===== src/verilog/pipelinePkg.sv =====
`default_nettype none

// words, results and sizes of the permutation pipeline
package pipelinePkg;

    localparam int botWidth = 128;

    // same width serves top and bot
    typedef logic [botWidth-1:0] botWord;

    // eight rotations of the top, 16 bits apart
    localparam int rotationCount = 8;
    localparam int rotationStep = 16;

    typedef logic [2:0] rotationIndex;

    localparam rotationIndex lastRotation = rotationIndex'(rotationCount - 1);

    // popcount of one overlap, up to 128
    localparam int overlapWidth = 8;

    // sum up to 8 * 128, count up to 8
    typedef struct packed {
        logic [10:0] sum;
        logic [3:0]  count;
    } pcoeffResult;

    // flags riding with each rotation step
    typedef struct packed {
        logic first;
        logic last;
    } stageTag;

    // input queue
    localparam int fifoDepth = 16;
    localparam int almostFullLevel = 12;
    localparam int fifoPointerWidth = $clog2(fifoDepth);
    localparam int fifoCountWidth = $clog2(fifoDepth + 1);

endpackage

`default_nettype wire


===== src/verilog/channelPkg.sv =====
`default_nettype none

// serial top channel, one symbol per clock
package channelPkg;

    // frame marks a top bit on the wire, data is that bit (msb first)
    typedef struct packed {
        logic frame;
        logic data;
    } topSymbol;

    // symbols in one top frame
    localparam int topFrameLength = 128;

    // receiver symbol counter, holds up to topFrameLength
    localparam int symbolCountWidth = 8;

endpackage

`default_nettype wire

===== src/verilog/permutationPipeline.sv =====
`default_nettype none

module permutationPipeline (
    input  logic                     clock,
    input  logic                     rst,
    input  channelPkg::topSymbol     topChannel,
    input  pipelinePkg::botWord      botIn,
    input  logic                     writeBotIn,
    output logic                     almostFull,
    input  logic                     slowDown,
    output logic                     resultValid,
    output pipelinePkg::pcoeffResult result
);

    pipelinePkg::botWord       topWord;
    pipelinePkg::botWord       botOut;
    pipelinePkg::rotationIndex rotation;
    pipelinePkg::stageTag      tag;
    logic                      topReady;
    logic                      fifoEmpty;
    logic                      pop;
    logic                      start;
    logic                      lastStep;

    topReceiver topReceiver0 (
        .clock      (clock),
        .rst        (rst),
        .topChannel (topChannel),
        .topWord    (topWord),
        .topReady   (topReady)
    );

    botFifo botFifo0 (
        .clock      (clock),
        .rst        (rst),
        .writeBotIn (writeBotIn),
        .botIn      (botIn),
        .pop        (pop),
        .botOut     (botOut),
        .fifoEmpty  (fifoEmpty),
        .almostFull (almostFull)
    );

    pipelineControl pipelineControl0 (
        .clock     (clock),
        .rst       (rst),
        .fifoEmpty (fifoEmpty),
        .topReady  (topReady),
        .slowDown  (slowDown),
        .lastStep  (lastStep),
        .pop       (pop),
        .start     (start)
    );

    // busy is internal to the timer here
    rotationTimer rotationTimer0 (
        .clock    (clock),
        .rst      (rst),
        .start    (start),
        .rotation (rotation),
        .tag      (tag),
        .busy     (),
        .lastStep (lastStep)
    );

    permutationStage permutationStage0 (
        .clock       (clock),
        .rst         (rst),
        .topWord     (topWord),
        .botOut      (botOut),
        .rotation    (rotation),
        .tag         (tag),
        .captureBot  (start),
        .resultValid (resultValid),
        .result      (result)
    );

endmodule

`default_nettype wire


===== src/verilog/permutationStage.sv =====
`default_nettype none

module permutationStage (
    input  logic                      clock,
    input  logic                      rst,
    input  pipelinePkg::botWord       topWord,
    input  pipelinePkg::botWord       botOut,
    input  pipelinePkg::rotationIndex rotation,
    input  pipelinePkg::stageTag      tag,
    input  logic                      captureBot,
    output logic                      resultValid,
    output pipelinePkg::pcoeffResult  result
);

    pipelinePkg::botWord                  heldBot;
    pipelinePkg::botWord                  rotatedTop;
    pipelinePkg::botWord                  overlap;
    logic [2*pipelinePkg::botWidth-1:0]   doubledTop;
    logic                                 isSubset;
    logic [pipelinePkg::overlapWidth-1:0] overlapCount;
    logic                                 subsetHit;
    pipelinePkg::stageTag                 stageOneTag;
    pipelinePkg::pcoeffResult             accumulator;
    pipelinePkg::pcoeffResult             runTotal;

    function automatic logic [pipelinePkg::overlapWidth-1:0] countOnes(
        input pipelinePkg::botWord value
    );
        logic [pipelinePkg::overlapWidth-1:0] total;
        total = '0;
        for (int i = 0; i < pipelinePkg::botWidth; i++) begin
            total = total + value[i];
        end
        return total;
    endfunction

    // bot stays put for the whole run of eight rotations
    always_ff @(posedge clock) begin
        if (captureBot) begin
            heldBot <= botOut;
        end
    end

    // rotate left by 16 * rotation, upper half of the doubled word
    assign doubledTop = {topWord, topWord} << (pipelinePkg::rotationStep * rotation);
    assign rotatedTop = doubledTop[2*pipelinePkg::botWidth-1:pipelinePkg::botWidth];
    assign overlap    = heldBot & rotatedTop;
    assign isSubset   = (heldBot & ~rotatedTop) == '0;

    // stage one
    always_ff @(posedge clock) begin
        if (!rst) begin
            stageOneTag <= '0;
        end else begin
            stageOneTag <= tag;
        end
    end

    always_ff @(posedge clock) begin
        overlapCount <= countOnes(overlap);
        subsetHit    <= isSubset;
    end

    // running total including the step in stage one
    assign runTotal.sum   = accumulator.sum + 11'(overlapCount);
    assign runTotal.count = accumulator.count + 4'(subsetHit);

    // stage two
    always_ff @(posedge clock) begin
        if (stageOneTag.first) begin
            accumulator.sum   <= 11'(overlapCount);
            accumulator.count <= 4'(subsetHit);
        end else begin
            accumulator <= runTotal;
        end
        if (stageOneTag.last) begin
            result <= runTotal;
        end
    end

    always_ff @(posedge clock) begin
        if (!rst) begin
            resultValid <= 1'b0;
        end else begin
            resultValid <= stageOneTag.last; // one pulse per bot
        end
    end

endmodule

`default_nettype wire


===== src/verilog/pipelineControl.sv =====
`default_nettype none

module pipelineControl (
    input  logic clock,
    input  logic rst,
    input  logic fifoEmpty,
    input  logic topReady,
    input  logic slowDown,
    input  logic lastStep,
    output logic pop,
    output logic start
);

    typedef enum logic {
        idle,
        run
    } controlState;

    controlState state;
    controlState nextState;
    logic        canIssue;

    // a bot waits, a top is loaded and nobody asks us to hold
    assign canIssue = !fifoEmpty && topReady && !slowDown;

    always_comb begin
        nextState = state;
        pop       = 1'b0;
        case (state)
            idle: begin
                if (canIssue) begin
                    pop       = 1'b1;
                    nextState = run;
                end
            end
            run: begin
                // next bot lines up behind the current run
                if (lastStep) begin
                    if (canIssue) begin
                        pop = 1'b1;
                    end else begin
                        nextState = idle;
                    end
                end
            end
            default: nextState = idle;
        endcase
    end

    always_ff @(posedge clock) begin
        if (!rst) begin
            state <= idle;
            start <= 1'b0;
        end else begin
            state <= nextState;
            start <= pop; // bot data valid one cycle after pop
        end
    end

endmodule

`default_nettype wire


===== src/verilog/rotationTimer.sv =====
`default_nettype none

module rotationTimer (
    input  logic                      clock,
    input  logic                      rst,
    input  logic                      start,
    output pipelinePkg::rotationIndex rotation,
    output pipelinePkg::stageTag      tag,
    output logic                      busy,
    output logic                      lastStep
);

    // last flag before it is registered into tag, one cycle ahead of tag.last
    assign lastStep = busy && rotation == pipelinePkg::lastRotation - 1'b1;

    always_ff @(posedge clock) begin
        if (!rst) begin
            busy     <= 1'b0;
            rotation <= '0;
            tag      <= '0;
        end else if (start) begin
            busy      <= 1'b1;
            rotation  <= '0;
            tag.first <= 1'b1;
            tag.last  <= 1'b0;
        end else if (busy && rotation == pipelinePkg::lastRotation) begin
            busy <= 1'b0; // stop at step 7, rotation holds
            tag  <= '0;
        end else if (busy) begin
            rotation  <= rotation + 1'b1;
            tag.first <= 1'b0;
            tag.last  <= lastStep;
        end
    end

endmodule

`default_nettype wire


===== src/verilog/botFifo.sv =====
`default_nettype none

module botFifo (
    input  logic                clock,
    input  logic                rst,
    input  logic                writeBotIn,
    input  pipelinePkg::botWord botIn,
    input  logic                pop,
    output pipelinePkg::botWord botOut,
    output logic                fifoEmpty,
    output logic                almostFull
);

    pipelinePkg::botWord memory [pipelinePkg::fifoDepth];

    logic [pipelinePkg::fifoPointerWidth-1:0] writePtr;
    logic [pipelinePkg::fifoPointerWidth-1:0] readPtr;
    logic [pipelinePkg::fifoCountWidth-1:0]   occupancy;
    logic                                     doWrite;
    logic                                     doRead;

    // a write into a full queue is lost
    assign doWrite = writeBotIn && occupancy != pipelinePkg::fifoDepth;
    assign doRead  = pop && !fifoEmpty;

    assign fifoEmpty  = occupancy == 0;
    assign almostFull = occupancy >= pipelinePkg::almostFullLevel;

    always_ff @(posedge clock) begin
        if (!rst) begin
            writePtr  <= '0;
            readPtr   <= '0;
            occupancy <= '0;
        end else begin
            if (doWrite) begin
                writePtr <= writePtr + 1'b1; // wraps at depth
            end
            if (doRead) begin
                readPtr <= readPtr + 1'b1;
            end
            case ({doWrite, doRead})
                2'b10:   occupancy <= occupancy + 1'b1;
                2'b01:   occupancy <= occupancy - 1'b1;
                default: occupancy <= occupancy;
            endcase
        end
    end

    always_ff @(posedge clock) begin
        if (doWrite) begin
            memory[writePtr] <= botIn;
        end
    end

    // one cycle read latency
    always_ff @(posedge clock) begin
        if (doRead) begin
            botOut <= memory[readPtr];
        end
    end

endmodule

`default_nettype wire


===== src/verilog/topReceiver.sv =====
`default_nettype none

module topReceiver (
    input  logic                 clock,
    input  logic                 rst,
    input  channelPkg::topSymbol topChannel,
    output pipelinePkg::botWord  topWord,
    output logic                 topReady
);

    logic [channelPkg::symbolCountWidth-1:0] symbolCount;
    logic [channelPkg::symbolCountWidth-1:0] nextCount;
    logic                                    framePrev;
    logic                                    frameStart;
    logic                                    counting;
    logic                                    completing;
    pipelinePkg::botWord                     shiftReg;

    // rising frame bit starts a new top
    assign frameStart = topChannel.frame && !framePrev;

    // extra framed symbols past the frame length are ignored
    assign counting = topChannel.frame &&
                      (frameStart || symbolCount < channelPkg::topFrameLength);

    assign nextCount = frameStart ? 1 : symbolCount + 1'b1;

    assign completing = counting && nextCount == channelPkg::topFrameLength;

    always_ff @(posedge clock) begin
        if (!rst) begin
            framePrev   <= 1'b0;
            symbolCount <= '0;
            topReady    <= 1'b0;
        end else begin
            framePrev <= topChannel.frame;
            if (counting) begin
                symbolCount <= nextCount;
            end
            if (completing) begin
                topReady <= 1'b1;
            end else if (frameStart) begin
                topReady <= 1'b0; // old top no longer valid
            end
        end
    end

    // msb arrives first, so shift in from the bottom
    always_ff @(posedge clock) begin
        if (counting) begin
            shiftReg <= {shiftReg[pipelinePkg::botWidth-2:0], topChannel.data};
        end
        if (completing) begin
            topWord <= {shiftReg[pipelinePkg::botWidth-2:0], topChannel.data};
        end
    end

endmodule

`default_nettype wire


===== config.mk =====
export PLATFORM = sky130hd
export DESIGN_NAME = permutationPipeline
export DESIGN_NICKNAME = d
export VERILOG_FILES = /design/src/verilog/pipelinePkg.sv /design/src/verilog/channelPkg.sv /design/src/verilog/permutationPipeline.sv /design/src/verilog/permutationStage.sv /design/src/verilog/pipelineControl.sv /design/src/verilog/rotationTimer.sv /design/src/verilog/botFifo.sv /design/src/verilog/topReceiver.sv
export SDC_FILE = /design/constraint.sdc
export NUM_CORES = 2
export LEC_CHECK = 0
export BUFFER_PORTS_ARGS = -buffer_cell sky130_fd_sc_hd__buf_2
export CORE_MARGIN = 1
export CORE_UTILIZATION = 30
export CTS_CLUSTER_SIZE = 25
export DETAILED_ROUTE_END_ITERATION = 7
export PLACE_DENSITY_LB_ADDON = 0.05
export SLEW_MARGIN = 0
export SYNTH_ARGS = -nofsm -noshare
export SYNTH_HDL_FRONTEND = slang
export SYNTH_HIERARCHICAL = 1
export SYNTH_SLANG_ARGS = --single-unit

===== constraint.sdc =====
create_clock -name clock -period 18.6 [get_ports clock]
set_clock_uncertainty 0.1 [all_clocks]
set_input_delay 3.72 -clock clock [delete_from_list [all_inputs] [get_ports clock]]
set_output_delay 3.72 -clock clock [all_outputs]
set_load 0.01 [all_outputs]

==> results.sh <==
export IMPL_routed_via_density=4.935
export IMPL_syn_inst=5073
export IMPL_clock_latency_ns=0.91
export IMPL_cts_sinks=2632
export IMPL_synth_area_um2=104600
export IMPL_first_global_vias=52340
export IMPL_p_leak_nw=38.35
export IMPL_synth_top_cells_by_area="edfxtp_1 74%, mux4_2 12%, fa_1 2.3%"
export IMPL_hold_slack_ns=0.3148
export IMPL_ys_flop_type="edfxtp_1"
export IMPL_tightest_slew_ns=1.381
export IMPL_required_ns=19.28
export IMPL_crit_path_max_incr_delay_ns=0.71
export IMPL_maxCapViolCount=0
export IMPL_fmax_ghz=0.1009
export IMPL_relSlewSlack_pct=5.568
export IMPL_grt_remaining_overflow=0
export IMPL_status="finished clean"
export IMPL_port_buffers=150
export IMPL_path_class="reg -> reg"
export IMPL_synth_edf_count=2574
export IMPL_ys_seq_area_share_pct=75.03
export IMPL_cp_arrival_ns=10.59
export IMPL_fin_setup_tns_ns=0
export IMPL_drtIter0Drc=4168
export IMPL_fin_nets=5704
export IMPL_route_detailed_wl_per_inst_um=31.19
export IMPL_root_buffer="clkbuf_16"
export IMPL_dieArea_um2=350900
export IMPL_ys_warn_count=6
export IMPL_cts_resized=0
export IMPL_initial_core_util_pct=30.18
export IMPL_period_needed_ns=9.911
export IMPL_area_growth_pct=15.04
export IMPL_grt_max_degree=130
export IMPL_rsz0062_at_grt="no"
export IMPL_worstHoldPathType="reg -> reg"
export IMPL_drc=0
export IMPL_h_tree_depth=5
export IMPL_drt_total_wl_um=319200
export IMPL_async_flop_share_pct=0
export IMPL_core_area_um2=346500
export IMPL_ys_ff_latch=2632
export IMPL_syn_area_per_cell_um2=20.61
export IMPL_final_cell_mix="2574 x edfxtp_1, 562 x mux4_2, 375 x nand2_1"
export IMPL_period_share_pct=53.29
export IMPL_vias=50500
export IMPL_ir_drop_mv=0.06883
export IMPL_final_util_pct=34.72
export IMPL_synth_top_area_cell="edfxtp_1"
export IMPL_clk_path_buf_depth=4
export IMPL_ioPinCount=151
export IMPL_gp_congestion=0.9013
export IMPL_dpl_hpwl_um=189100
export IMPL_holdBufCountCts=0
export IMPL_layout_drive_gt1_share_pct=23.92
export IMPL_critPathLaunchType="register"
export IMPL_final_common_cell="edfxtp_1"
export IMPL_cp_max_fo=41
export IMPL_critPathMostFrequentCell="fa_1"
export IMPL_ant_nets=0
export IMPL_yosysUniqueCellTypes=81
export IMPL_slew_viol_final=0
export IMPL_postCtsSetupBuffers=0
export IMPL_crit_slowest_cell="dfxtp_4"
export IMPL_row_count=216
export IMPL_synth_top_area_share_pct=73.92
export IMPL_final_hold_viol_count=0
export IMPL_die_w_um=592.4
export IMPL_syn_num_nets=5369
export IMPL_setup_viol=0
export IMPL_crit_path_end_kind="register"
export IMPL_antenna_found_initial=68
export IMPL_power_density_nw_per_um2=105.8
export IMPL_grt_usage_pct=18.12
export IMPL_path_clk_slew_ns=0.06
export IMPL_chipHeight_um=592.4
export IMPL_numCtsBuffers=306
export IMPL_cts_tree="done"
export IMPL_nFillCells=32490
export IMPL_first_pass_iters=7
export IMPL_grt_pass1_wl_um=441100
-- synth_stat cells (30+ instances only) --
library cell	count
nand2_1	375
nor2_1	75
mux2i_1	128
buf_6	36
mux2_2	63
fa_1	118
o21ai_0	39
o22ai_1	54
buf_4	32
inv_1	220
buf_1	30
clkbuf_1	93
ha_1	44
mux4_2	562
dfxtp_1	58
a22oi_1	230
buf_2	38
edfxtp_1	2574
nor2b_1	50
-- state kept, by name, indices dropped and copies added, names as in the netlist, 2 cells and up --
| signal | cells |
|---|---|
| botFifo0/readPtr | 4 |
| permutationStage0/stageOneTag | 2 |
| permutationStage0/result | 15 |
| permutationStage0/heldBot | 128 |
| topReceiver0/shiftReg | 127 |
| topReceiver0/symbolCount | 8 |
| rotationTimer0/tag | 2 |
| botFifo0/writePtr | 4 |
| botFifo0/occupancy | 5 |
| botFifo0/botOut | 128 |
| permutationStage0/overlapCount | 8 |
| topReceiver0/topWord | 128 |
| botFifo0/memory | 2048 |
| permutationStage0/accumulator | 15 |
| rotationTimer0/rotation | 3 |
-- kinds of logic (layout without fill, tap and decap cells) --
logic type | after synthesis | count (layout) | share of synthesized area [%]
compound gates | 441 | 441 | 3.068
xor+xnor | 20 | 20 | 0.1675
fa+ha+maj | 162 | 162 | 2.786
buf+inv | 457 | 1027 | 2.135
mux | 762 | 762 | 14.23
simple gates | 599 | 599 | 2.577
flops | 2632 | 2632 | 75.03
other cells | 0 | 12 | 0
-- critical path, delay by kind of cell (launching register included) --
family          cells  cell delay [ns]
flops               1             0.71
mux                 2             0.48
fa+ha+maj          13             6.14
xor+xnor            1             0.14
buf+inv             9             1.57
compound gates      4             0.42
simple gates        1             0.12
-- cell type report --
cell class                 instances  area, µm²  share of cell area [%]
timing repair buffer             263       1724                   1.433
clock buffer                     395       8148                   6.773
tap                             4578       5728                   4.762
antenna                           12      30.03                 0.02496
clock inverter                   148       1316                   1.094
multi-input combinational       1984      24030                   19.97
inverter                         221      839.6                  0.6979
sequential                      2632      78480                   65.24
-- final timing paths --
| check | end | slack [ns] | depth (start not counted) | startpoint |
|---|---|---|---|---|
| max | permutationStage0/overlapCount[6]$_DFF_P_ | 8.69 | 30 | rotationTimer0/rotation[2]$_SDFFE_PP0P_ |
| max reg2reg | permutationStage0/overlapCount[6]$_DFF_P_ | 8.69 | 30 | rotationTimer0/rotation[2]$_SDFFE_PP0P_ |
| min | permutationStage0/heldBot[92]$_DFFE_PP_ | 0.31 | 0 | botFifo0/botOut[92]$_DFFE_PP_ |
| min reg2reg | permutationStage0/heldBot[92]$_DFFE_PP_ | 0.31 | 0 | botFifo0/botOut[92]$_DFFE_PP_ |
-- per-stage QoR --
step	total power [mW]	instance area, µm²	cells	worst slack, ns
final	12.72	120300	10230	8.689
after CTS	12.91	120300	10220	8.676
after detailed placement	7.064	110800	9678	8.686
after global placement	7.058	110800	9678	8.627
after global routing	13.13	120300	10220	8.185
after floorplan	6.903	104600	5073	4.163
-- report_power, final --
group	leakage (nW)	internal, mW	switching (mW)	total [mW]
logic	9.94	0.0872	0.206	0.293
clock network	4.61	3.35	2.45	5.80
registers	23.8	6.60	0.0311	6.63
total	38.4	10.0	2.69	12.7
-- layer usage --
layer	routed length [µm]	GRT usage [%]	vias up
met3	15290	2.855	427
met5	186	0	-
met1	147900	26.16	27570
met4	6281	3.750	30
li1	-	-	21300
met2	149600	28.89	1175
No activity file was read; power rests on OpenSTA's default activity.
